`config.mk`:
```
export PLATFORM = sky130hd
export DESIGN_NAME = bus_arbiter
export DESIGN_NICKNAME = d
export VERILOG_FILES = /design/src/source/sysbus_pkg.sv /design/src/source/bus_arbiter.sv
export SDC_FILE = /design/constraint.sdc
export NUM_CORES = 1
export LEC_CHECK = 0
export BUFFER_PORTS_ARGS = -buffer_cell sky130_fd_sc_hd__clkbuf_2
export CELL_PAD_IN_SITES_DETAIL_PLACEMENT = 1
export CELL_PAD_IN_SITES_GLOBAL_PLACEMENT = 2
export CORE_MARGIN = 5
export CORE_UTILIZATION = 10
export DETAILED_ROUTE_END_ITERATION = 8
export PLACE_DENSITY = 0.95
export RECOVER_POWER = 50
export SLEW_MARGIN = 15
export SYNTH_ARGS = -nofsm -noshare
export SYNTH_HDL_FRONTEND = slang
export SYNTH_SLANG_ARGS = --single-unit
```
`constraint.sdc`:
```
create_clock -name clk -period 1 [get_ports clk]
set_clock_uncertainty 0.15 [all_clocks]
set_input_delay 0.05 -clock clk [delete_from_list [all_inputs] [get_ports clk]]
set_output_delay 0.05 -clock clk [all_outputs]
set_load 0.02 [all_outputs]
```
`src/source/sysbus_pkg.sv`:
```
`default_nettype none

package sysbus_pkg;

    // ============================================================
    // Bus and line geometry
    // ============================================================
    localparam int bus_data_width    = 64;
    localparam int beats_per_line    = 8;
    localparam int line_width        = bus_data_width * beats_per_line;
    localparam int line_offset_width = 6;    // Byte offset within a line.
    localparam int bus_tag_width     = 13;

    // Tag codes.
    localparam logic       sysbus_write  = 1'b1;
    localparam logic       sysbus_read   = 1'b0;
    localparam logic [3:0] sysbus_memory = 4'b0001;

    // Memory size.
    localparam int line_count       = 16;
    localparam int line_index_width = 4;

    // ============================================================
    // State codes
    // ============================================================
    // Shared by both bus masters.
    localparam logic [2:0] mst_idle     = 3'd0;
    localparam logic [2:0] mst_request  = 3'd1;
    localparam logic [2:0] mst_address  = 3'd2;
    localparam logic [2:0] mst_transfer = 3'd3;
    localparam logic [2:0] mst_ready    = 3'd4;

    localparam logic [1:0] mem_idle        = 2'd0;
    localparam logic [1:0] mem_write       = 2'd1;
    localparam logic [1:0] mem_read_wait   = 2'd2;
    localparam logic [1:0] mem_read_stream = 2'd3;

    // Bus tag word, seen as fields or as one raw word.
    typedef union packed {
        struct packed {
            logic       dir;       // Bit 12.
            logic [3:0] device;    // Bits 11..8.
            logic [7:0] spare;     // Always zero.
        } f;
        logic [bus_tag_width-1:0] raw;
    } bus_tag_u;

endpackage

`default_nettype wire

```
`src/source/bus_arbiter.sv`:
```
`default_nettype none

module bus_arbiter
(
    input  logic                                clk,
    input  logic                                reset,
    input  logic                                wb_reqcyc_arb,
    input  logic                                fill_reqcyc_arb,
    input  logic                                wb_busy,
    input  logic                                fill_busy,
    input  logic                                wb_bus_reqcyc,
    input  logic [sysbus_pkg::bus_data_width-1:0] wb_bus_req,
    input  logic [sysbus_pkg::bus_tag_width-1:0]  wb_bus_reqtag,
    input  logic                                fill_bus_reqcyc,
    input  logic [sysbus_pkg::bus_data_width-1:0] fill_bus_req,
    input  logic [sysbus_pkg::bus_tag_width-1:0]  fill_bus_reqtag,
    output logic                                wb_grant,
    output logic                                fill_grant,
    output logic                                main_bus_reqcyc,
    output logic [sysbus_pkg::bus_data_width-1:0] main_bus_req,
    output logic [sysbus_pkg::bus_tag_width-1:0]  main_bus_reqtag
);
    import sysbus_pkg::*;

    logic busy_seen;
    logic owner_busy;

    assign owner_busy = wb_grant ? wb_busy : fill_busy;

    always_ff @(posedge clk)
    begin
        if (reset)
        begin
            wb_grant   <= 1'b0;
            fill_grant <= 1'b0;
            busy_seen  <= 1'b0;
        end
        else if (!wb_grant && !fill_grant)
        begin
            wb_grant   <= wb_reqcyc_arb;                       // Write-back wins.
            fill_grant <= fill_reqcyc_arb && !wb_reqcyc_arb;
            busy_seen  <= 1'b0;
        end
        else if (owner_busy)
        begin
            busy_seen <= 1'b1;
        end
        else if (busy_seen)
        begin
            wb_grant   <= 1'b0;                                // Owner is done.
            fill_grant <= 1'b0;
            busy_seen  <= 1'b0;
        end
    end

    always_comb
    begin
        main_bus_reqcyc = 1'b0;
        main_bus_req    = '0;
        main_bus_reqtag = '0;
        if (wb_grant)
        begin
            main_bus_reqcyc = wb_bus_reqcyc;
            main_bus_req    = wb_bus_req;
            main_bus_reqtag = wb_bus_reqtag;
        end
        else if (fill_grant)
        begin
            main_bus_reqcyc = fill_bus_reqcyc;
            main_bus_req    = fill_bus_req;
            main_bus_reqtag = fill_bus_reqtag;
        end
    end

    // Only the granted master may be busy on the bus.
    a_single_owner: assert property (@(posedge clk) disable iff (reset)
        !(wb_busy && !wb_grant) && !(fill_busy && !fill_grant));

endmodule

`default_nettype wire

```
==> results.cfg, run 1 <==
[status]
status = finished, violations left
violations = setup timing

[synthesis]
synth_ff_type = dfxtp_1
synth-edff-count = 0
synth_area_leader_cell = a22o_1
ys_seq_area_share_pct = 6.540
synth_top_area_share_pct = 74.39
synth.avg_cell_area_um2 = 8.274
synth_area_um2 = 918.4
synth_cells = 111
synth_async_sr_flop_share_pct = 0
ys_warn_count = 0
synthTopCellsByArea = a22o_1, buf_2, dfxtp_1
synth-seq-cells = 3
synthTopCellsByCount = a22o_1, buf_2, dfxtp_1
synthDistinctLibCells = 16
synth.most_common_cell = a22o_1
syn_nets = 273

[clock_network]
clkSinkCount = 3
clk_latency_ns = 0.22
clk_path_buf_depth = 2
clkTransAtPathRegs_ns = 0.03
cts-root-buf = clkbuf_8
cts_inserted_buffers = 3
h-tree-depth = 1
cts_tree = yes

[global_routing]
grt_max_degree = 24
grt_pass1_wl_um = 12560
track_usage_pct = 13.78
antenna_found_initial = 0
grt_overflow = 0
grt_pass1_vias = 2433

[finish]
fillCellCount = 1032
antenna_cells = 0
nNetsFinal = 535
drive_gt1_share_pct = 94.62
areaGrowthSynthToFinish_pct = 330.0

[die]
start_util_pct = 10.08
die_h_um = 105.8
num_io_pins = 242
die_area_mm2 = 0.01120
core_area_mm2 = 0.009109
rows = 35
die_w_um = 105.8

[sta]
setup_viol = 83
fin_crit_sh_pct = 151.3
fmax_ghz = 0.6610
worstMarginPinSlew_ns = 0.2159
setup_slack_ns = -0.5129
fin_tns_setup_ns = -38.63
hold_viol = 0
slew_violations = 0
rsz0062_at_grt = yes
post-route-min-period_ns = 1.513
slew_headroom_pct = 85.51

[placed_design]
dp_hpwl_um = 6851
numPortBuffers = 241
gp_congestion = 0.8535

[detailed_routing]
drcViolationCount = 0
wl_per_cell_um = 19.59
dr.pass1.iters = 4
final_antenna_net_count = 0
dr_total_vias = 2171
avgViaCountPerCell = 4.495
postRouteWirelength_um = 9463
drtIter0Drc = 43

[power]
seq_power_share_pct = 4.5
total_power_w = 0.003073
power.density_mw_per_mm2 = 778.1
p_sw_w = 0.001190
p_leak_nw = 2.146
power_frac_comb_pct = 84.0
p_clk_share_pct = 11.5
vdd_drop_max_v = 0.0005131
power.share.switching_pct = 38.73
intPower_w = 0.001882

[critical_path]
cp.required_ns = 0.80
reg2regPathDepth = 4
arrival_ns = 1.31
startpoint_type = flop
endpoint_kind = output pin
crit_type = flop to output pin
crit_fanout = 6

[min_path]
worstHoldPathType = input pin to flop
hold_depth = 3

[flow_run]
maxCapViolCount = 0
-- metrics by stage --
step | cells | cell area (um^2) | setup slack [ns] | hold WS, ns | utilization [%]
final | 483 | 3949 | -0.5129 | 0.01857 | 43.35
after global routing | 483 | 3949 | -0.5868 | 0.05692 | 43.35
after CTS | 476 | 3410 | -0.5469 | 0.02158 | 37.43
after floorplan | 111 | 1628 | -0.2016 | -0.03174 | -
after detailed placement | 462 | 2972 | -0.3627 | 0.1078 | 32.62
after global placement | 462 | 2972 | -0.3143 | 0.1064 | 32.62
-- critical path: stages (launching register included) --
cell	delay [ns]
dfxtp_4	0.34
inv_4	0.04
nor2_4	0.14
buf_6	0.15
buf_12	0.12
a22o_1	0.15
clkbuf_8	0.15
-- registers in the layout (all words and copies together) (netlist names) --
register	cells
busy_seen	1
fill_grant	1
wb_grant	1
-- power groups by stage --
stage	logic [W]	registers, W	clock network (W)
finish	0.00258	0.000138	0.000355
global route	0.00272	0.000140	0.000366
CTS	0.00217	0.000138	0.000366
detailed placement	0.00192	0.000139	0
global placement	0.00188	0.000138	0
floorplan	0.00117	0.000150	0
-- logic make-up (layout without fill, tap and decap cells) --
kind of cell	Yosys count	count (layout)	share of synthesized area, %
AO/OA/AOI/OAI	83	83	78.07
buffers and inverters	19	280	11.72
flip-flops	3	3	6.540
AND/OR/NAND/NOR	6	6	3.678
-- layer usage --
metal | share of wire (%) | track usage (%) | vias to the layer above
met5 | 0 | 0 | -
met3 | 11 | 4.593 | 10
met1 | 34 | 14.89 | 998
li1 | - | - | 1012
met2 | 55 | 25.77 | 151
met4 | 0.99 | 3.145 | 0
-- cell usage in the layout, fill, tap and decap left out, types with 2 or more instances in the layout --
cell type	instances
a22o_1	8
clkbuf_16	6
a22o_4	70
buf_16	3
buf_4	9
buf_8	22
clkbuf_2	161
dlygate4sd3_1	3
a21oi_1	2
clkbuf_8	11
nor2_1	2
buf_6	57
dfxtp_4	2
buf_12	4
-- timing repair --
action	CTS	global route
setup endpoints to repair	83	83
setup buffers	5	1
hold buffers	3	0
resized for setup	65	181
cloned	2	8
hold endpoints to repair	3	0
pin swaps	2	3
-- final cells by class --
type | instances | area (um^2) | area share (%)
clock buffers | 4 | 45.04 | 1.141
inverters | 2 | 10.01 | 0.2535
multi-input cells | 89 | 1381 | 34.98
flip-flops and latches | 3 | 67.56 | 1.711
well taps | 111 | 138.9 | 3.517
repair buffers | 274 | 2306 | 58.40
-- path summary, 6_finish.rpt --
check,end,startpoint,slack (ns)
max,main_bus_req[62],fill_grant$_SDFFE_PP0P_,-0.51
max reg2reg,fill_grant$_SDFFE_PP0P_,wb_grant$_SDFFE_PP0P_,-0.18
min,wb_grant$_SDFFE_PP0P_,wb_reqcyc_arb,0.02
min reg2reg,wb_grant$_SDFFE_PP0P_,busy_seen$_SDFF_PP0_,0.33
Note: power is estimated with default switching activity, not from simulation.
==> run 2: changes to the inputs <==
--- a/config.mk
+++ b/config.mk
@@ -13,6 +13,7 @@
 export DETAILED_ROUTE_END_ITERATION = 8
 export PLACE_DENSITY = 0.95
 export RECOVER_POWER = 50
+export SKIP_LAST_GASP = 1
 export SLEW_MARGIN = 15
 export SYNTH_ARGS = -nofsm -noshare
 export SYNTH_HDL_FRONTEND = slang
==> run 2 against run 1 <==
Largest cell class unchanged. Clock-buffer cell count unchanged. Die area stayed put. Worst hold slack improved by 0.0070 ns. Sequential share of layout area up 0.057 points. The run still ends with setup timing left. Largest power group unchanged. Cell count rose by 0.41%. Core utilization is 1.4 points lower. Wire length decreased by 0.22%. Design area decreased by 3.2%. Via count is essentially flat.
==> results.cfg, run 2 (synthesis results as in run 1) <==
[status]
status = finished, violations left
violations = setup timing

[die]
die_w_um = 105.8
die_area_mm2 = 0.01120
die_h_um = 105.8
rows = 35
start_util_pct = 10.08
num_io_pins = 242
core_area_mm2 = 0.009109

[power]
power_frac_comb_pct = 83.4
total_power_w = 0.002962
power.density_mw_per_mm2 = 774.9
seq_power_share_pct = 4.7
power.share.switching_pct = 39.26
p_leak_nw = 2.128
p_sw_w = 0.001163
intPower_w = 0.001799
p_clk_share_pct = 11.9
vdd_drop_max_v = 0.0004960

[placed_design]
gp_congestion = 0.8535
numPortBuffers = 241
place_worst_setup_slack_ns = -0.3627
dp_hpwl_um = 6851
placed_cells = 462

[sta]
setup_viol = 83
slew_violations = 0
fin_tns_setup_ns = -39.06
slew_headroom_pct = 85.37
rsz0062_at_grt = yes
setup_slack_ns = -0.5179
fmax_ghz = 0.6588
post-route-min-period_ns = 1.518
worstMarginPinSlew_ns = 0.2190
hold_viol = 0
fin_crit_sh_pct = 151.8

[global_routing]
grt_max_degree = 24
antenna_found_initial = 0
grtUsageMet2_pct = 25.41
grt_overflow = 0
grt_use_met3_pct = 4.103
grt_pass1_vias = 2396
track_usage_pct = 13.48
grt_pass1_wl_um = 12340
grt_use_met1_pct = 15.00
grt_busiest_layer = met2

[min_path]
worstHoldPathType = input pin to flop

[finish]
reg_top3 = busy_seen x1, fill_grant x1, wb_grant x1
final_cell_count_no_fill = 485
fin_util_pct = 41.96
nNetsFinal = 537
areaGrowthSynthToFinish_pct = 316.2
fillCellCount = 1048
mostFrequentLayoutCell = clkbuf_2
antenna_cells = 0
drive_gt1_share_pct = 94.39
final_cell_mix = clkbuf_2, a22o_4, buf_4

[clock_network]
h-tree-depth = 1
cts_inserted_buffers = 3
clk_path_buf_depth = 2
clkTransAtPathRegs_ns = 0.03
cts_tree = yes
cts-root-buf = clkbuf_8
clkSinkCount = 3
clk_latency_ns = 0.22

[detailed_routing]
dr.pass1.iters = 4
drtIter0Drc = 56
final_antenna_net_count = 0
drcViolationCount = 0
avgViaCountPerCell = 4.480
dr_total_vias = 2173
postRouteWirelength_um = 9442
wl_per_cell_um = 19.47

[critical_path]
crit_type = flop to output pin
arrival_ns = 1.32
endpoint_kind = output pin
cp.required_ns = 0.80
startpoint_type = flop
crit_fanout = 11

[flow_run]
maxCapViolCount = 0
==> run 2: layout make-up <==
cell class                 instances  area [um^2]  share of cell area, %
clock buffer                       4        45.04                  1.178
sequential                         3        67.56                  1.768
multi-input combinational         89         1380                  36.10
inverter                           2        10.01                 0.2619
tap                              111        138.9                  3.633
timing repair buffer             276         2181                  57.05
==> run 2: path summary, 6_finish.rpt <==
kind / from / endpoint / slack, ns / cells past startpoint
max: fill_grant$_SDFFE_PP0P_ / main_bus_reqcyc / -0.52 / 6
min: wb_reqcyc_arb / fill_grant$_SDFFE_PP0P_ / 0.03 / 4
max reg2reg: wb_grant$_SDFFE_PP0P_ / fill_grant$_SDFFE_PP0P_ / -0.19 / 4
min reg2reg: busy_seen$_SDFF_PP0_ / wb_grant$_SDFFE_PP0P_ / 0.35 / 1
==> run 2: repair_timing <==
action / 4_1_cts / 5_1_grt
resized for setup: 45 / 167
endpoints found under the setup margin: 83 / 83
hold buffers: 3 / 0
cloned: 2 / 9
hold endpoints to repair: 3 / 0
buffers inserted: 5 / 1
pin swaps: 1 / 1
==> run 2: critical path: stages (launching register included) <==
cell and delay [ns]:
dfxtp_4 0.35, inv_4 0.04, nor2_4 0.14, buf_6 0.14, buf_12 0.14, a22o_1 0.15, buf_4 0.14
==> run 2: per-layer routing <==
layer	vias to the layer above	part of all wire (%)
met5	-	0
met4	0	0.33
met3	4	9.7
met2	148	55
met1	1007	34
li1	1014	-
==> run 2: through the flow <==
stage	instance area [um^2]	hold WS [ns]
final	3822	0.02561
after global routing	3822	0.06952
after CTS	3327	0.02158
after detailed placement	2972	0.1078
after global placement	2972	0.1064
after floorplan	1628	-0.03174
==> run 2: power groups by stage <==
stage	Combinational [W]	Clock (W)	Sequential, W
2_1_floorplan	0.00117	0	0.000150
3_3_place_gp	0.00188	0	0.000138
3_5_place_dp	0.00192	0	0.000139
4_1_cts	0.00212	0.000366	0.000137
5_1_grt	0.00261	0.000366	0.000140
6_report	0.00247	0.000353	0.000139
