## src/source/sysbus_pkg.sv

```systemverilog
`default_nettype none

package sysbus_pkg;

    // ============================================================
    // Bus and line geometry
    // ============================================================
    localparam int bus_data_width    = 64;
    localparam int beats_per_line    = 8;
    localparam int line_width        = bus_data_width * beats_per_line;
    localparam int line_offset_width = 6;    // Byte offset within a line.
    localparam int bus_tag_width     = 13;

    // Tag codes.
    localparam logic       sysbus_write  = 1'b1;
    localparam logic       sysbus_read   = 1'b0;
    localparam logic [3:0] sysbus_memory = 4'b0001;

    // Memory size.
    localparam int line_count       = 16;
    localparam int line_index_width = 4;

    // ============================================================
    // State codes
    // ============================================================
    // Shared by both bus masters.
    localparam logic [2:0] mst_idle     = 3'd0;
    localparam logic [2:0] mst_request  = 3'd1;
    localparam logic [2:0] mst_address  = 3'd2;
    localparam logic [2:0] mst_transfer = 3'd3;
    localparam logic [2:0] mst_ready    = 3'd4;

    localparam logic [1:0] mem_idle        = 2'd0;
    localparam logic [1:0] mem_write       = 2'd1;
    localparam logic [1:0] mem_read_wait   = 2'd2;
    localparam logic [1:0] mem_read_stream = 2'd3;

    // Bus tag word, seen as fields or as one raw word.
    typedef union packed {
        struct packed {
            logic       dir;       // Bit 12.
            logic [3:0] device;    // Bits 11..8.
            logic [7:0] spare;     // Always zero.
        } f;
        logic [bus_tag_width-1:0] raw;
    } bus_tag_u;

endpackage

`default_nettype wire

```

## src/source/line_fill.sv

```systemverilog
`default_nettype none

module line_fill
(
    input  logic                                clk,
    input  logic                                reset,
    input  logic                                enable,
    input  logic [sysbus_pkg::bus_data_width-1:0] addr,
    input  logic                                abtr_grant,
    input  logic                                main_bus_respcyc,
    input  logic [sysbus_pkg::bus_data_width-1:0] main_bus_resp,
    input  logic [sysbus_pkg::bus_tag_width-1:0]  main_bus_resptag,
    output logic                                abtr_reqcyc,
    output logic                                bus_busy,
    output logic                                main_bus_reqcyc,
    output logic [sysbus_pkg::bus_data_width-1:0] main_bus_req,
    output logic [sysbus_pkg::bus_tag_width-1:0]  main_bus_reqtag,
    output logic                                main_bus_respack,
    output logic [sysbus_pkg::line_width-1:0]     line,
    output logic                                ready
);
    import sysbus_pkg::*;

    logic [2:0] state;
    logic [2:0] next_state;
    logic [$clog2(beats_per_line)-1:0] beat;
    logic [bus_data_width-line_offset_width-1:0] line_addr_q;
    logic accept;
    bus_tag_u req_tag;
    bus_tag_u resp_tag;

    assign resp_tag = main_bus_resptag;
    assign accept   = (state == mst_transfer) && main_bus_respcyc
                      && (resp_tag.f.dir == sysbus_read);

    always_comb
    begin
        next_state = state;
        case (state)
            mst_idle,
            mst_ready:    if (enable) next_state = mst_request;
            mst_request:  if (abtr_grant) next_state = mst_address;
            mst_address:  next_state = mst_transfer;
            mst_transfer: if (accept && beat == 3'(beats_per_line - 1)) next_state = mst_ready;
            default:      next_state = mst_idle;
        endcase
    end

    always_ff @(posedge clk)
    begin
        if (reset)
        begin
            state <= mst_idle;
            beat  <= '0;
        end
        else
        begin
            state <= next_state;
            if (state == mst_address)
                beat <= '0;
            else if (accept)
                beat <= beat + 1'b1;
        end
    end

    always_ff @(posedge clk)
    begin
        if ((state == mst_idle || state == mst_ready) && enable)
            line_addr_q <= addr[bus_data_width-1:line_offset_width];
        if (accept)
            line[beat*bus_data_width +: bus_data_width] <= main_bus_resp;  // Into its slot.
    end

    // ============================================================
    // Request channel
    // ============================================================
    always_comb
    begin
        req_tag = '0;
        if (main_bus_reqcyc)
        begin
            req_tag.f.dir    = sysbus_read;
            req_tag.f.device = sysbus_memory;
        end
    end

    assign abtr_reqcyc      = (state == mst_request);
    assign bus_busy         = (state == mst_address) || (state == mst_transfer);
    assign main_bus_reqcyc  = (state == mst_address);
    assign main_bus_reqtag  = req_tag.raw;
    assign main_bus_respack = accept;
    assign ready            = (state == mst_ready);

    always_comb
    begin
        main_bus_req = '0;
        if (main_bus_reqcyc)
            main_bus_req = {line_addr_q, {line_offset_width{1'b0}}};
    end

endmodule

`default_nettype wire

```

## config.mk

```make
export PLATFORM = sky130hd
export DESIGN_NAME = line_fill
export DESIGN_NICKNAME = d
export VERILOG_FILES = /design/src/source/sysbus_pkg.sv /design/src/source/line_fill.sv
export SDC_FILE = /design/constraint.sdc
export NUM_CORES = 1
export LEC_CHECK = 0
export BUFFER_PORTS_ARGS = -buffer_cell sky130_fd_sc_hd__buf_4
export CAP_MARGIN = 15
export CORE_AREA = 2 2 287 289
export CTS_BUF_LIST = sky130_fd_sc_hd__clkbuf_4
export DETAILED_ROUTE_END_ITERATION = 12
export DIE_AREA = 0 0 289 291
export HOLD_SLACK_MARGIN = 0.15
export SLEW_MARGIN = 20
export SYNTH_ARGS = -nofsm -noshare
export SYNTH_HDL_FRONTEND = slang
export SYNTH_SLANG_ARGS = --single-unit
```

## constraint.sdc

```tcl
create_clock -name clk -period 7.7 [get_ports clk]
set_input_delay 0.77 -clock clk [delete_from_list [all_inputs] [get_ports clk]]
set_output_delay 0.77 -clock clk [all_outputs]
set_load 0.01 [all_outputs]
```

==> flow_summary_export.csv, run 1 <==
group,metric,value,unit
power,ir_drop,0.145,mV
floorplan,dieArea,0.0841,mm2
grt,grt_max_degree,67,
setup_path,crit_arrival,4870,ps
finish,fin_area,0.0310,mm2
floorplan,rows,105,
power,leakage,13.1,nW
finish,area_growth,45.6,%
yosys,ys.flop_type,"edfxtp_1",
clocking,post_cts_resized,0,
setup_path,crit_buf_inv,3,
yosys,synth_top_area_cell,"edfxtp_1",
setup_path,critPathKind,"register to register",
yosys,muxShareOfSynthArea,0,%
finish,finalNetCount,2447,
sta,tightest_slew,1150,ps
detailed_routing,wirelength,80900,um
yosys,ys_types,32,
yosys,async_flop_share,0,%
clocking,clk_pin_slew,60,ps
sta,slew_violations,0,
setup_path,critPathMaxFanout,39,
setup_path,worstPathRequired,8300,ps
finish,multi_input_area,0.00376,mm2
setup_path,cp_cell_sequence,"inv_1 > ha_1 > ha_1 > or2_2 > buf_4 > nand2b_2 > nor2_4 > buf_4",
detailed_routing,routed-via-count,14800,
sta,fin_tns_setup,0,ps
clocking,clk_path_buf_depth,3,
clocking,cts_hold_buffers,126,
sta,finalCritPeriodShare,55.5,%
yosys,synthTopCellsByCount,"edfxtp_1 (570), and2_1 (314), nor2_1 (263), nand2_1 (66), clkbuf_1 (39)",
place,place_area,0.0278,mm2
yosys,synth_area,0.0213,mm2
place,dp.cells,3085,
finish,final_cells,3481,
setup_path,cp-start-kind,"register",
clocking,postCtsSetupBuffers,0,
setup_path,cp_top_family,"simple AND/OR/NAND/NOR gates",
yosys,synthTopCellsByArea,"edfxtp_1 (80%), and2_1 (9.2%), nor2_1 (4.6%), nand2_1 (1.2%), buf_4 (0.70%)",
floorplan,io_pins,740,
detailed_routing,wl_per_cell,23.3,um
yosys,synth_top_family_by_area,"simple AND/OR/NAND/NOR gates",
sta,skew,86.5,ps
finish,drive_above_1_share,41.0,%
sta,finalCriticalPeriod,4280,ps
sta,setup_violations,0,
detailed_routing,drc,0,
clocking,cts_tree,"built",
yosys,synth-simple-area-share,16.2,%
finish,seq_area,0.0172,mm2
yosys,synth_cells,1361,
grt,overflow,0,
yosys,synth_most_common_cell,"edfxtp_1",
hold_path,holdCritPathClass,"input port to register",
sta,max_freq,234,MHz
place,gp_congestion,0.874,
clocking,cts_root_buf,"clkbuf_4",
detailed_routing,first_iter_violations,875,
yosys,ys_warn_count,0,
yosys,synth_fa_ha_area_share,0.294,%
detailed_routing,drt-pass1-iter-count,5,
sta,hold_violations,0,
grt,grt_usage,18.9,%
yosys,synth_edf_count,570,
run,drv_cap,0,
clocking,htreeDepth,4,
finish,fillers,7667,
detailed_routing,via_per_inst,4.25,
floorplan,initial_core_util,26.2,%
setup_path,worst_path_max_delay_cell,"nor2_4",
setup_path,end_kind,"register",
setup_path,max_stage_delay,910,ps
floorplan,core,0.0812,mm2
grt,grt_pass1_vias,15500,
yosys,synth-compound-area-share,0.364,%
clocking,cts.sinks,576,
outcome,status,"finished clean",
grt,antenna_found_initial,7,
sta,rsz0062_at_grt,"false",
place,io_buffer_count,703,
yosys,yosysTopAreaCellShare,80.3,%
detailed_routing,drtAntennaViolNets,0,
floorplan,die_x,289,um
yosys,synth-seq-cells,576,
clocking,clk_latency,1000,ps
grt,grt_pass1_wl,111000,um
yosys,syn_avg_cell_area,15.7,um2
power,cellPowerDensity,207,mW/mm2
yosys,synth-xor-area-share,0,%
sta,slew_headroom,23.3,%
yosys,ys_seq_area_share,80.9,%
clocking,cts_made_buffers,153,
floorplan,die_h,291,um
place,dpl.hpwl,56500,um
-- kinds of logic (layout without fill, tap and decap cells) --
group,Yosys count,in the layout
other cells,1,24
buf+inv,96,1123
simple gates,673,673
compound gates,10,10
flops,576,576
fa+ha+maj,5,5
-- area by class of cell --
type | count | area share (%)
clock buffers | 214 | 5.18
inverters | 8 | 0.0968
clock inverters | 50 | 1.02
well taps | 1070 | 4.32
multi-input cells | 706 | 12.1
flip-flops and latches | 576 | 55.6
repair buffers | 851 | 21.6
diodes | 6 | 0.0484
-- worst register-to-register path: cells and delay by family, from the launching register on --
family | cells | cell delay (ps)
buffers and inverters | 3 | 1000
AND/OR/NAND/NOR | 3 | 1920
adder cells (fa/ha/maj) | 2 | 560
flip-flops | 1 | 370
-- stage by stage --
step                      setup WS (ps)  hold WS (ps)  power [W]  util (%)
after detailed placement           3330           552    0.00374      34.3
after floorplan                    1050           504    0.00358         -
after global routing               3130           154    0.00668      38.2
after CTS                          3300           152    0.00650      38.2
after global placement             3370           545    0.00373      34.3
final                              3420           259    0.00642      38.2
-- state kept, by name, summed over array words and instances (netlist names) --
name         flops
line           512
line_addr_q     58
beat             3
state            3
-- routing by layer --
layer	global-route usage, %	vias to the layer above	wire (um)
met5	0	-	25
met4	8.70	4	2940
met3	5.93	149	7070
met2	33.8	873	42300
met1	20.1	7118	28600
li1	-	6643	-
-- power by group --
part,internal [W],switching [W]
logic,0.000125,0.000144
clock network,0.00139,0.00131
registers,0.00344,0.0000105
total,0.00495,0.00147
-- final timing paths --
path	start	to	slack (ps)	cells after the start
worst max-delay path	beat[1]$_SDFFE_PP0P_	line[505]$_DFFE_PP_	3420	8
worst min-delay path	main_bus_resp[42]	line[298]$_DFFE_PP_	260	2
worst max register to register	beat[1]$_SDFFE_PP0P_	line[505]$_DFFE_PP_	3420	8
worst min register to register	beat[1]$_SDFFE_PP0P_	beat[1]$_SDFFE_PP0P_	550	2
-- cell usage in the layout, fill, tap and decap left out, types with 2 or more instances in the layout --
| cell type | synthesis | final |
|---|---|---|
| dlygate4sd3_1 | 0 | 126 |
| nor3b_1 | 2 | 2 |
| dfxtp_1 | 6 | 5 |
| nand2b_4 | 0 | 2 |
| nor2b_1 | 4 | 2 |
| nor4_4 | 3 | 3 |
| nor2b_4 | 0 | 2 |
| inv_1 | 8 | 8 |
| nor2_1 | 263 | 259 |
| conb_1 | 1 | 18 |
| and2_1 | 314 | 314 |
| clkinv_4 | 0 | 3 |
| nand2_1 | 66 | 66 |
| clkbuf_4 | 0 | 214 |
| nor2_4 | 0 | 4 |
| a21oi_1 | 2 | 2 |
| ha_1 | 5 | 5 |
| nand2b_1 | 8 | 5 |
| o32ai_1 | 2 | 2 |
| buf_4 | 20 | 725 |
| clkinv_1 | 0 | 26 |
| inv_2 | 0 | 2 |
| o21a_1 | 2 | 2 |
| bufinv_16 | 0 | 3 |
| clkinvlp_4 | 0 | 2 |
| clkinv_2 | 0 | 11 |
| inv_6 | 0 | 3 |
| edfxtp_1 | 570 | 570 |
| diode_2 | 0 | 6 |
| nor3_2 | 1 | 4 |
(Power assumes the default switching activity.)
==> inputs of run 2 (changes only) <==
==> constraint.sdc (replaced) <==
create_clock -name clk -period 3.7 [get_ports clk]
set_input_delay 0.37 -clock clk [delete_from_list [all_inputs] [get_ports clk]]
set_output_delay 0.37 -clock clk [all_outputs]
set_load 0.01 [all_outputs]
==> run 2 against run 1 <==
  * Clock skew is 27 ps lower
  * Final area rose by 3.2%
  * First-iteration DRC count grew 21%
  * Global-route usage is 0.25 points higher
  * Combinational power increased by 130%
  * Worst hold slack gained 32 ps
  * Die area is the same
  * Largest cell class unchanged
==> flow_summary_export.csv, run 2 (synthesis results as in run 1) <==
group,metric,value,unit
outcome,status,"finished clean",
hold_path,min_path_cells,3,
clocking,cts_root_buf,"clkbuf_4",
detailed_routing,via_per_inst,4.26,
floorplan,rows,105,
finish,area_growth,50.2,%
clocking,clk_pin_slew,60,ps
power,total_power,0.0135,W
floorplan,initial_core_util,26.2,%
setup_path,cp_top_family,"simple AND/OR/NAND/NOR gates",
clocking,cts_made_buffers,154,
finish,multi_input_area,0.00379,mm2
setup_path,cp_cell_sequence,"inv_1 > ha_1 > ha_1 > or2_2 > nor3_4 > nor2b_4 > buf_4",
setup_path,critPathKind,"register to register",
sta,max_freq,319,MHz
sta,hold_violations,0,
sta,slew_violations,0,
floorplan,dieArea,0.0841,mm2
setup_path,crit_cells,7,
clocking,post_cts_resized,0,
sta,whs,291,ps
grt,overflow,0,
sta,rsz0062_at_grt,"false",
grt,grt_pass1_wl,113000,um
floorplan,io_pins,740,
setup_path,crit_arrival,3760,ps
place,io_buffer_count,703,
setup_path,worstPathRequired,4320,ps
sta,setup_violations,0,
finish,largest_register_ffs,512,
detailed_routing,drc,0,
setup_path,rr_worst_depth,7,
place,gp_congestion,0.883,
setup_path,critPathMostFrequentCell,"ha_1",
sta,finalCritPeriodShare,84.8,%
clocking,htreeDepth,4,
clocking,cts_hold_buffers,195,
setup_path,worst_path_max_delay_cell,"nor2b_4",
detailed_routing,drtAntennaViolNets,0,
floorplan,die_h,291,um
detailed_routing,wl_per_cell,23.0,um
clocking,postCtsSetupBuffers,0,
detailed_routing,drt-pass1-iter-count,5,
sta,tightest_slew,814,ps
finish,fillers,7576,
detailed_routing,wirelength,82100,um
floorplan,die_x,289,um
finish,drive_above_1_share,40.3,%
sta,setup_slack,564,ps
clocking,cts.sinks,576,
grt,grt_max_degree,65,
clocking,cts_tree,"built",
sta,slew_headroom,45.7,%
finish,seq_area,0.0172,mm2
finish,top_regs,"line: 512 flops, line_addr_q: 58 flops",
setup_path,r2r_slack,560,ps
finish,final_common_cell,"buf_4",
setup_path,crit_buf_inv,2,
power,ir_drop,0.254,mV
setup_path,critPathMaxFanout,14,
finish,finalNetCount,2535,
detailed_routing,routed-via-count,15200,
clocking,clk_latency,1000,ps
grt,antenna_found_initial,6,
grt,grt_usage,19.2,%
setup_path,end_kind,"register",
sta,skew,59.9,ps
finish,final_cell_mix,"buf_4 (734), edfxtp_1 (570), and2_1 (314)",
hold_path,holdCritPathClass,"input port to register",
setup_path,cp-start-kind,"register",
floorplan,core,0.0812,mm2
run,drv_cap,0,
finish,top_register,"line",
power,leakage,13.5,nW
clocking,clk_path_buf_depth,3,
power,cellPowerDensity,421,mW/mm2
detailed_routing,first_iter_violations,1059,
sta,finalCriticalPeriod,3140,ps
grt,grt_pass1_vias,15800,
place,dpl.hpwl,57500,um
setup_path,max_stage_delay,620,ps
place,dp_slack,524,ps
[run 2: area by class of cell]
class,instances,area share [%]
antenna,7,0.0547
multi-input combinational,706,11.8
clock inverter,49,1.02
clock buffer,215,5.04
sequential,576,53.9
inverter,8,0.0939
tap,1070,4.18
timing repair buffer,938,23.9
[run 2: worst min-delay path: cells and delay by family]
kind,cells,cell delay (ps)
buffers and inverters,2,670
and+or+nand+nor,1,110
[run 2: final timing paths]
kind | startpoint | end
worst max-delay path | beat[0]$_SDFFE_PP0P_ | line[10]$_DFFE_PP_
worst min-delay path | main_bus_resp[7] | line[7]$_DFFE_PP_
worst max register to register | beat[0]$_SDFFE_PP0P_ | line[10]$_DFFE_PP_
worst min register to register | beat[1]$_SDFFE_PP0P_ | beat[1]$_SDFFE_PP0P_
[run 2: layer usage]
layer | part of all wire [%] | global-route usage (%) | vias to the layer above
li1 | - | - | 6825
met1 | 35 | 20.1 | 7368
met2 | 52 | 34.4 | 855
met3 | 8.2 | 5.92 | 173
met4 | 4.4 | 9.39 | 0
met5 | 0 | 0 | -
[run 2: per-stage QoR]
| stage | TNS (ps) | cells | area [um2] | utilization [%] |
|---|---|---|---|---|
| 6_report | 0 | 3569 | 32000 | 39.4 |
| 5_1_grt | 0 | 3569 | 32000 | 39.4 |
| 4_1_cts | 0 | 3562 | 32000 | 39.4 |
| 3_5_place_dp | 0 | 3103 | 28100 | 34.6 |
| 3_3_place_gp | 0 | 3103 | 28100 | 34.6 |
| 2_1_floorplan | -36570 | 1378 | 21400 | - |
[run 2: power by group]
part | switching, W | internal [W]
logic | 0.000307 | 0.000310
registers | 0.0000291 | 0.00716
clock network | 0.00277 | 0.00291
total | 0.00311 | 0.0104
