**src/source/sysbus_pkg.sv**
```systemverilog
`default_nettype none

package sysbus_pkg;

    // ============================================================
    // Bus and line geometry
    // ============================================================
    localparam int bus_data_width    = 64;
    localparam int beats_per_line    = 8;
    localparam int line_width        = bus_data_width * beats_per_line;
    localparam int line_offset_width = 6;    // Byte offset within a line.
    localparam int bus_tag_width     = 13;

    // Tag codes.
    localparam logic       sysbus_write  = 1'b1;
    localparam logic       sysbus_read   = 1'b0;
    localparam logic [3:0] sysbus_memory = 4'b0001;

    // Memory size.
    localparam int line_count       = 16;
    localparam int line_index_width = 4;

    // ============================================================
    // State codes
    // ============================================================
    // Shared by both bus masters.
    localparam logic [2:0] mst_idle     = 3'd0;
    localparam logic [2:0] mst_request  = 3'd1;
    localparam logic [2:0] mst_address  = 3'd2;
    localparam logic [2:0] mst_transfer = 3'd3;
    localparam logic [2:0] mst_ready    = 3'd4;

    localparam logic [1:0] mem_idle        = 2'd0;
    localparam logic [1:0] mem_write       = 2'd1;
    localparam logic [1:0] mem_read_wait   = 2'd2;
    localparam logic [1:0] mem_read_stream = 2'd3;

    // Bus tag word, seen as fields or as one raw word.
    typedef union packed {
        struct packed {
            logic       dir;       // Bit 12.
            logic [3:0] device;    // Bits 11..8.
            logic [7:0] spare;     // Always zero.
        } f;
        logic [bus_tag_width-1:0] raw;
    } bus_tag_u;

endpackage

`default_nettype wire

```
**src/source/line_writeback.sv**
```systemverilog
`default_nettype none

module line_writeback
(
    input  logic                                clk,
    input  logic                                reset,
    input  logic                                enable,
    input  logic [sysbus_pkg::bus_data_width-1:0] addr,
    input  logic [sysbus_pkg::line_width-1:0]     data,
    input  logic                                abtr_grant,
    input  logic                                main_bus_reqack,
    output logic                                abtr_reqcyc,
    output logic                                bus_busy,
    output logic                                main_bus_reqcyc,
    output logic [sysbus_pkg::bus_data_width-1:0] main_bus_req,
    output logic [sysbus_pkg::bus_tag_width-1:0]  main_bus_reqtag,
    output logic                                ready
);
    import sysbus_pkg::*;

    logic [2:0] state;
    logic [2:0] next_state;
    logic [$clog2(beats_per_line)-1:0] beat;
    logic [bus_data_width-line_offset_width-1:0] line_addr_q;
    logic [line_width-1:0] data_q;
    bus_tag_u req_tag;

    always_comb
    begin
        next_state = state;
        case (state)
            mst_idle,
            mst_ready:    if (enable) next_state = mst_request;
            mst_request:  if (abtr_grant) next_state = mst_address;
            mst_address:  next_state = mst_transfer;
            mst_transfer: if (beat == 3'(beats_per_line - 1)) next_state = mst_ready;
            default:      next_state = mst_idle;
        endcase
    end

    always_ff @(posedge clk)
    begin
        if (reset)
        begin
            state <= mst_idle;
            beat  <= '0;
        end
        else
        begin
            state <= next_state;
            if (state == mst_address)
                beat <= '0;
            else if (state == mst_transfer)
                beat <= beat + 1'b1;
        end
    end

    // Line captured when a new write is accepted.
    always_ff @(posedge clk)
    begin
        if ((state == mst_idle || state == mst_ready) && enable)
        begin
            line_addr_q <= addr[bus_data_width-1:line_offset_width];
            data_q      <= data;
        end
    end

    // ============================================================
    // Request channel
    // ============================================================
    always_comb
    begin
        req_tag = '0;
        if (main_bus_reqcyc)
        begin
            req_tag.f.dir    = sysbus_write;
            req_tag.f.device = sysbus_memory;
        end
    end

    assign abtr_reqcyc     = (state == mst_request);
    assign bus_busy        = (state == mst_address) || (state == mst_transfer);
    assign main_bus_reqcyc = bus_busy;
    assign main_bus_reqtag = req_tag.raw;
    assign ready           = (state == mst_ready);

    always_comb
    begin
        main_bus_req = '0;
        if (state == mst_address)
            main_bus_req = {line_addr_q, {line_offset_width{1'b0}}};   // Line aligned.
        else if (state == mst_transfer)
            main_bus_req = data_q[beat*bus_data_width +: bus_data_width];
    end

    // Beats go out only under grant, and the memory takes each one.
    a_beat_owned: assert property (@(posedge clk) disable iff (reset)
        main_bus_reqcyc |-> abtr_grant && main_bus_reqack);

endmodule

`default_nettype wire

```
**config.mk**
```make
export PLATFORM = sky130hd
export DESIGN_NAME = line_writeback
export DESIGN_NICKNAME = d
export VERILOG_FILES = /design/src/source/sysbus_pkg.sv /design/src/source/line_writeback.sv
export SDC_FILE = /design/constraint.sdc
export NUM_CORES = 1
export LEC_CHECK = 0
export BUFFER_PORTS_ARGS = -buffer_cell sky130_fd_sc_hd__buf_2
export CORE_AREA = 2 2 261 263
export DETAILED_ROUTE_END_ITERATION = 8
export DIE_AREA = 0 0 263 265
export MAX_ROUTING_LAYER = met4
export PLACE_DENSITY = 0.54
export SETUP_SLACK_MARGIN = 0.05
export SLEW_MARGIN = 20
export SYNTH_ARGS = -nofsm -noshare
export SYNTH_HDL_FRONTEND = slang
export SYNTH_SLANG_ARGS = --single-unit
export TNS_END_PERCENT = 50
```
**constraint.sdc**
```tcl
create_clock -name clk -period 38.5 [get_ports clk]
set_input_delay 7.7 -clock clk [delete_from_list [all_inputs] [get_ports clk]]
set_output_delay 7.7 -clock clk [all_outputs]
set_load 0.01 [all_outputs]
```
==> results of run 1 <==
cells in the mapped netlist (all sizes together), types with 2 or more instances:
master / n / area [µm²]
a32o: 58 / 581
or2: 58 / 363
dfxtp: 6 / 120
nand3: 2 / 10.0
nor3b: 3 / 22.5
a21oi: 61 / 305
nand2: 60 / 225
edfxtp: 570 / 17100
mux2i: 122 / 1220
clkbuf: 26 / 97.6
ha: 2 / 25.0
buf: 50 / 452
inv: 4 / 15.0
nor2: 9 / 33.8
mux4: 70 / 1580
power by group through the flow:
stage	combinational (mW)	sequential [mW]	clock, mW
2_1_floorplan	0.0530	0.805	0
3_3_place_gp	0.0984	0.778	0
3_5_place_dp	0.101	0.781	0
4_1_cts	0.101	0.768	0.616
5_1_grt	0.109	0.772	0.643
6_report	0.0989	0.767	0.600
layout make-up:
type | count | area, µm² | area share, %
multi-input cells | 467 | 4500 | 15.9
repair buffers | 656 | 3340 | 11.8
inverters | 4 | 22.5 | 0.0795
flip-flops and latches | 576 | 17200 | 60.9
well taps | 873 | 1090 | 3.86
diodes | 24 | 60.1 | 0.212
clock buffers | 81 | 1730 | 6.11
clock inverters | 37 | 325 | 1.15
critical path, stage by stage (launching register included):
cell and delay [ns]:
dfxtp_4 0.99, buf_4 0.86, buf_4 0.60, mux4_2 0.56, or2_2 0.31, a32o_1 0.22, buf_2 0.14
cell usage in the layout (no fill, tap or decap), types with 2 or more instances in the layout:
| cell | instances |
|---|---|
| a32o_1 | 58 |
| buf_2 | 643 |
| clkinv_1 | 17 |
| a21oi_1 | 61 |
| mux2i_1 | 122 |
| dfxtp_4 | 3 |
| ha_1 | 2 |
| nand3_1 | 2 |
| bufinv_16 | 4 |
| mux4_2 | 70 |
| inv_6 | 3 |
| nand2_1 | 60 |
| or2_0 | 57 |
| dfxtp_1 | 3 |
| diode_2 | 24 |
| nor2_1 | 8 |
| clkinvlp_4 | 2 |
| nor3b_1 | 3 |
| buf_12 | 2 |
| clkbuf_1 | 14 |
| clkinv_2 | 6 |
| clkinv_8 | 2 |
| edfxtp_1 | 570 |
| conb_1 | 11 |
| clkinv_4 | 2 |
| clkbuf_16 | 67 |
| buf_4 | 11 |
| inv_1 | 3 |
stage by stage:
step / hold slack (ns) / cells / worst slack (ns) / utilization, % / power [mW]
global placement: 0.495 / 2576 / 26.89 / 39.2 / 0.877
global route: 0.565 / 2715 / 26.12 / 42.4 / 1.52
CTS: 0.529 / 2694 / 26.22 / 42.3 / 1.49
detailed placement: 0.530 / 2576 / 26.88 / 39.2 / 0.882
floorplan: 0.456 / 1124 / 18.54 / - / 0.858
finish: 0.525 / 2718 / 26.43 / 42.4 / 1.47
worst paths after layout:
| path | end | slack (ns) | cells past startpoint |
|---|---|---|---|
| worst min register to register | state[1] | 0.53 | 1 |
| worst max-delay path | main_bus_req[63] | 26.43 | 6 |
| worst max register to register | data_q[166] | 34.73 | 4 |
| worst min-delay path | state[1] | 0.53 | 1 |
state kept, by name, indices dropped and copies added, names as in the netlist:
signal and flops:
data_q 512, line_addr_q 58, state 3, beat 3
routing by layer:
layer | track usage (%) | up-vias | share of wire (%)
met3 | 5.74 | 98 | 7.8
met1 | 20.9 | 6402 | 38
met4 | 5.68 | 0 | 2.2
li1 | - | 5853 | -
met2 | 31.4 | 514 | 52
met5 | - | - | 0
cell families (layout without fill, tap and decap cells):
family,count (synthesis),count (layout),synth area share (%)
compound gates,123,123,4.12
mux,193,193,12.6
other cells,1,35,0.0169
simple gates,138,138,3.11
buf+inv,81,778,2.57
flops,576,576,77.4
fa+ha+maj,2,2,0.112
==> results.json, run 1 <==
{
  "cts.sinks": 576,
  "required_ns": 30.80,
  "ys_ff_latch": 576,
  "power_leakage_nw": 10.3,
  "critPathLaunch": "beat[0]",
  "seq_power_share_pct": 52.3,
  "setup_tns_ns": 0,
  "ys.flop_type": "edfxtp_1",
  "grt_max_degree": 188,
  "die_x_um": 263,
  "drv_slew": 0,
  "via_per_inst": 4.73,
  "cts_resized": 0,
  "vias": 12867,
  "synth.distinct_cells": 33,
  "skew_ns": 0.0152,
  "critPathKind": "reg -> out",
  "row_count": 95,
  "drt_wl_total_um": 63500,
  "critPathArrivalTime_ns": 4.37,
  "yosysWarningCount": 0,
  "ir_drop_uv": 34.9,
  "gp_routability_congestion": 0.821,
  "startpoint_type": "flop",
  "syn_area_um2": 22300,
  "fin_crit_sh_pct": 31.3,
  "boundaryPins": 662,
  "ys_seq_area_share_pct": 77.4,
  "syn_area_per_cell_um2": 20.0,
  "cts_tree": "yes",
  "final.fill_count": 6113,
  "p_int_mw": 1.15,
  "reg2reg_from": "state[0]",
  "grt_use_total_pct": 18.5,
  "grt_pass1_wl_um": 90800,
  "gr-total-overflow": 0,
  "wl_per_cell_um": 23.3,
  "dr.pass1.iters": 5,
  "fmax_mhz": 82.9,
  "switching_share_pct": 21.8,
  "area_delta_synth_final_pct": 27.2,
  "p_switching_uw": 320,
  "maxSlewHeadroom_pct": 28.3,
  "worstSkewPairLatency_ns": 0.60,
  "cts_root_buffer": "clkbuf_16",
  "finish.instance_area_um2": 28300,
  "final_antenna_net_count": 0,
  "postCtsSetupRepairBufs": 0,
  "place_area_um2": 26200,
  "worst_hold_path_type": "reg -> reg",
  "pwr-share-clk_pct": 40.9,
  "start_util_pct": 33.3,
  "clk_pin_slew_ns": 0.06,
  "synthArstFlopShare_pct": 0,
  "htreeDepth": 3,
  "drive_gt1_share_pct": 45.1,
  "hold_start": "state[2]",
  "die_area_um2": 69700,
  "tightest_slew_ns": 1.08,
  "powerDensity_nw_per_um2": 51.8,
  "clock_path_buffers": 3,
  "portBuffers": 643,
  "period_minus_slack_ns": 12.07,
  "finalSetupViolCount": 0,
  "hold_buffers": 0,
  "die_h_um": 265,
  "status": "complete, no violations",
  "nNetsFinal": 2354,
  "antenna_found_initial": 22,
  "drtIter0Drc": 1064,
  "cp_max_fo": 49,
  "synthCells": 1114,
  "dpl.hpwl_um": 42600,
  "power_frac_comb_pct": 6.7,
  "drc_errors": 0,
  "core_um2": 66800,
  "synth_edf_count": 570,
  "hold_viol": 0,
  "grt_pass1_vias": 13928,
  "crit_path_end_kind": "output port",
  "max_cap_violations": 0,
  "rsz0062_at_grt": "false",
  "numCtsBuffers": 66
}
Note: power is estimated with default switching activity, not from simulation.
==> run 2: changes to the inputs <==
Settings changed: PLACE_DENSITY 0.54 to 0.56.
Clock period 38.5 ns to 10.57 ns, I/O delays scaled along.
==> run 2 against run 1 <==
  * Sequential power increased to 3.6 times the previous value
  * Largest cell class unchanged
  * Flip-flop and latch count did not move
  * Clock power increased to 3.7 times the previous value
  * Critical path depth down 1
  * Critical path type unchanged
  * Register-to-register slack worse by 28 ns
==> results.json, run 2 (synthesis results as in run 1) <==
{
  "final_antenna_net_count": 0,
  "holdWs_ns": 0.525,
  "drt_wl_total_um": 62200,
  "die_h_um": 265,
  "drtIter0Drc": 1052,
  "area_delta_synth_final_pct": 27.7,
  "portBuffers": 643,
  "htreeDepth": 3,
  "critPathArrivalTime_ns": 3.49,
  "finish.instance_area_um2": 28400,
  "place_ws_ns": 5.27,
  "required_ns": 8.46,
  "gp_routability_congestion": 0.837,
  "postCtsSetupRepairBufs": 0,
  "nNetsFinal": 2357,
  "vias": 12914,
  "busiest_layer": "met2",
  "drc_errors": 0,
  "reg.largest.list": "data_q (512), line_addr_q (58)",
  "maxSlewHeadroom_pct": 27.3,
  "grt_pass1_wl_um": 89800,
  "rsz0062_at_grt": "false",
  "cts_tree": "yes",
  "grt_use_total_pct": 18.1,
  "period_minus_slack_ns": 5.61,
  "skew_ns": 0.0230,
  "hold_buffers": 0,
  "powerDensity_nw_per_um2": 189,
  "largest_register_ff_count": 512,
  "max_cap_violations": 0,
  "clock_path_buffers": 3,
  "cts.sinks": 576,
  "cp_max_fo": 42,
  "met3_usage_pct": 5.82,
  "worstSkewPairLatency_ns": 0.61,
  "power_leakage_nw": 10.3,
  "start_util_pct": 33.3,
  "clk_pin_slew_ns": 0.06,
  "finalSetupViolCount": 0,
  "status": "complete, no violations",
  "dpl.hpwl_um": 41900,
  "core_um2": 66800,
  "via_per_inst": 4.75,
  "ir_drop_uv": 138,
  "use_met1_pct": 19.6,
  "numCtsBuffers": 66,
  "final_common_cell": "buf_2",
  "die_area_um2": 69700,
  "tightest_slew_ns": 1.09,
  "row_count": 95,
  "place_area_um2": 26200,
  "boundaryPins": 662,
  "most-common-layout-cells": "buf_2 (643), edfxtp_1 (570), mux2i_1 (122), mux4_2 (70), clkbuf_16 (66)",
  "startpoint_type": "flop",
  "postLayoutCoreUtil_pct": 42.5,
  "crit_path_end_kind": "output port",
  "dr.pass1.iters": 5,
  "fin_ws_ns": 4.96,
  "worst_hold_path_type": "reg -> reg",
  "cts_resized": 0,
  "drive_gt1_share_pct": 45.4,
  "antenna_found_initial": 26,
  "use_met2_pct": 31.3,
  "hold_viol": 0,
  "wl_per_cell_um": 22.9,
  "fmax_mhz": 178,
  "grt_max_degree": 197,
  "largest-register": "data_q",
  "cts_root_buffer": "clkbuf_16",
  "critPathKind": "reg -> out",
  "fin_crit_sh_pct": 53.0,
  "grt_pass1_vias": 14109,
  "gr-total-overflow": 0,
  "drv_slew": 0,
  "setup_tns_ns": 0,
  "die_x_um": 263
}
run 2: path summary, 6_finish.rpt:
kind              startpoint         endpoint  slack (ns)  depth (start not counted)
setup reg to reg    state[0]      data_q[340]        7.12                          4
hold / removal      state[2]         state[1]        0.52                          1
setup / recovery     beat[0]  main_bus_req[9]        4.96                          5
hold reg to reg     state[2]         state[1]        0.52                          1
run 2: area by class of cell:
| cell class | count | area [µm²] |
|---|---|---|
| Antenna cell | 26 | 65.1 |
| Clock buffer | 80 | 1700 |
| Clock inverter | 33 | 387 |
| Fill cell | 6044 | 38400 |
| Inverter | 4 | 26.3 |
| Multi-Input combinational cell | 467 | 4510 |
| Sequential cell | 576 | 17200 |
| Tap cell | 873 | 1090 |
| Timing Repair Buffer | 659 | 3400 |
run 2: per-stage QoR:
stage / instances / power [mW]
finish: 2718 / 5.38
global route: 2717 / 5.59
CTS: 2691 / 5.45
detailed placement: 2578 / 3.21
global placement: 2578 / 3.19
floorplan: 1124 / 3.09
run 2: metal layers:
metal | wire (µm) | share of wire, %
met1 | 22800 | 37
met5 | 0 | 0
met2 | 32800 | 53
met3 | 4940 | 7.9
met4 | 1740 | 2.8
run 2: power breakdown:
group	total [mW]	switching [mW]	internal, mW	leakage, nW
combinational	0.364	0.200	0.164	3.83
sequential	2.79	0.0492	2.74	5.49
clock	2.22	0.913	1.31	1.01
total	5.38	1.16	4.21	10.3
run 2: critical path, stage by stage, from the launching register on:
cell and delay, ns:
dfxtp_4 0.77, buf_4 0.74, mux4_2 0.58, or2_0 0.33
a32o_1 0.27, buf_2 0.14
==> run 3: changes to the inputs <==
Clock period 10.57 ns to 5.05 ns, I/O delays scaled along.
==> run 3 against run 2 <==
  * Global-route usage decreased by 0.13 points
  * Sequential power increased by 110%
  * Critical endpoint is now main_bus_req[21]
  * Largest power group unchanged
  * Utilization about the same
==> results.json, run 3 (synthesis results as in run 1) <==
{
  "finalSetupViolCount": 0,
  "drv_slew": 0,
  "powerDensity_nw_per_um2": 384,
  "dpl.hpwl_um": 44000,
  "max_cap_violations": 0,
  "crit_path_end_kind": "output port",
  "vias": 12895,
  "grt_max_degree": 123,
  "core_um2": 66800,
  "final_antenna_net_count": 0,
  "critPathKind": "reg -> out",
  "portBuffers": 643,
  "boundaryPins": 662,
  "nNetsFinal": 2371,
  "most-common-layout-cells": "buf_2 (643), edfxtp_1 (570), mux2i_1 (122), mux4_2 (70), clkbuf_16 (63)",
  "crit_buf_inv": 2,
  "power_mw": 10.9,
  "wl_per_cell_um": 22.9,
  "rsz0062_at_grt": "false",
  "startpoint_type": "flop",
  "via_per_inst": 4.72,
  "slowest_stage": "and2_4",
  "skew_ns": 0.0164,
  "instances_no_fill": 2731,
  "cts_resized": 0,
  "start_util_pct": 33.3,
  "hold_viol": 0,
  "worstSkewPairLatency_ns": 0.62,
  "cts_root_buffer": "clkbuf_16",
  "postCtsSetupRepairBufs": 0,
  "final_common_cell": "buf_2",
  "maxSlewHeadroom_pct": 41.6,
  "htreeDepth": 2,
  "die_x_um": 263,
  "worst_hold_path_type": "reg -> reg",
  "antenna_found_initial": 20,
  "die_h_um": 265,
  "critPathLaunch": "beat[2]",
  "drc_errors": 0,
  "area_delta_synth_final_pct": 27.7,
  "gp_routability_congestion": 0.839,
  "r2r_cells": 3,
  "numCtsBuffers": 61,
  "dr.pass1.iters": 5,
  "ir_drop_uv": 279,
  "reg2reg_slack_ns": 2.52,
  "clk_pin_slew_ns": 0.06,
  "cp_max_fo": 42,
  "period_minus_slack_ns": 4.15,
  "largest_register_ff_count": 512,
  "place_inst": 2598,
  "grt_pass1_vias": 13973,
  "gr-total-overflow": 0,
  "required_ns": 4.04,
  "die_area_um2": 69700,
  "reg2reg_from": "state[0]",
  "largest-register": "data_q",
  "tightest_slew_ns": 0.874,
  "reg2reg_to": "line_addr_q[23]",
  "cpLargestDelayFamily": "simple AND/OR/NAND/NOR gates",
  "drt_wl_total_um": 62500,
  "fin_crit_sh_pct": 82.1,
  "cpPeakStageDelay_ns": 0.83,
  "grt_pass1_wl_um": 89600,
  "status": "complete, no violations",
  "row_count": 95,
  "drtIter0Drc": 869,
  "fmax_mhz": 241,
  "reg.largest.list": "data_q (512), line_addr_q (58)",
  "drive_gt1_share_pct": 45.8,
  "crit_chain": "and2_4 > buf_4 > a21oi_1 > a32o_1 > buf_2",
  "final.fill_count": 6088,
  "cts.sinks": 576,
  "power_leakage_nw": 10.4,
  "worstSetupPathDepth": 5,
  "grt_use_total_pct": 18.0,
  "hold_buffers": 0,
  "critPathArrivalTime_ns": 3.14,
  "cts_tree": "yes",
  "worstSetupEndpoint": "main_bus_req[21]",
  "clock_path_buffers": 3
}
-- run 3: cell types whose count changed in the layout (fill, tap and decap cells not counted), moves of 3 or more --
| cell | previous run | this run |
|---|---|---|
| clkbuf_16 | 66 | 63 |
| diode_2 | 26 | 21 |
| buf_4 | 12 | 27 |
| buf_12 | 3 | 8 |
| clkinv_2 | 5 | 9 |
-- run 3: worst min path at each step --
stage | cells past startpoint | startpoint | endpoint
floorplan | 1 | state[2] | state[1]
global placement | 1 | state[2] | state[1]
detailed placement | 1 | state[2] | state[1]
CTS | 1 | data[228] | data_q[228]
global route | 1 | data[231] | data_q[231]
finish | 1 | state[2] | state[1]
-- run 3: worst reg2reg max path: cells and delay by family (launching register included) --
family                 cells  cell delay, ns
and+or+nand+nor            1            0.23
buffers and inverters      2            1.19
DFF                        1            0.57
-- run 3: cell type report --
cell class / count / area, µm² / share of cell area (%)
Clock buffer: 77 / 1630 / 5.73
Clock inverter: 35 / 280 / 0.986
Multi-Input combinational cell: 467 / 4510 / 15.9
Tap cell: 873 / 1090 / 3.84
Timing Repair Buffer: 678 / 3580 / 12.6
Inverter: 4 / 26.3 / 0.0925
Antenna cell: 21 / 52.6 / 0.185
Sequential cell: 576 / 17200 / 60.7
-- run 3: stage by stage --
stage | utilization [%] | hold slack (ns) | instance area [µm²] | worst slack (ns) | setup TNS, ns
after global routing | 42.5 | 0.525 | 28400 | 0.742 | 0
after detailed placement | 39.6 | 0.505 | 26500 | 1.48 | 0
final | 42.5 | 0.528 | 28400 | 0.904 | 0
after floorplan | - | 0.456 | 22300 | -5.08 | -2896.99
after global placement | 39.6 | 0.494 | 26500 | 1.49 | 0
after CTS | 42.5 | 0.511 | 28400 | 0.804 | 0
-- run 3: per-layer routing --
| metal | share of wire [%] | global-route usage (%) | up-vias |
|---|---|---|---|
| li1 | - | - | 5862 |
| met5 | 0 | - | - |
| met1 | 37 | 20.1 | 6394 |
| met4 | 2.6 | 5.47 | 0 |
| met3 | 8.0 | 5.36 | 109 |
| met2 | 52 | 31.0 | 530 |
-- run 3: power by group --
group	internal [mW]	leakage, nW	switching [mW]
Clock	2.47	0.930	1.83
Sequential	5.74	5.49	0.103
Combinational	0.355	3.94	0.430
Total	8.56	10.4	2.36
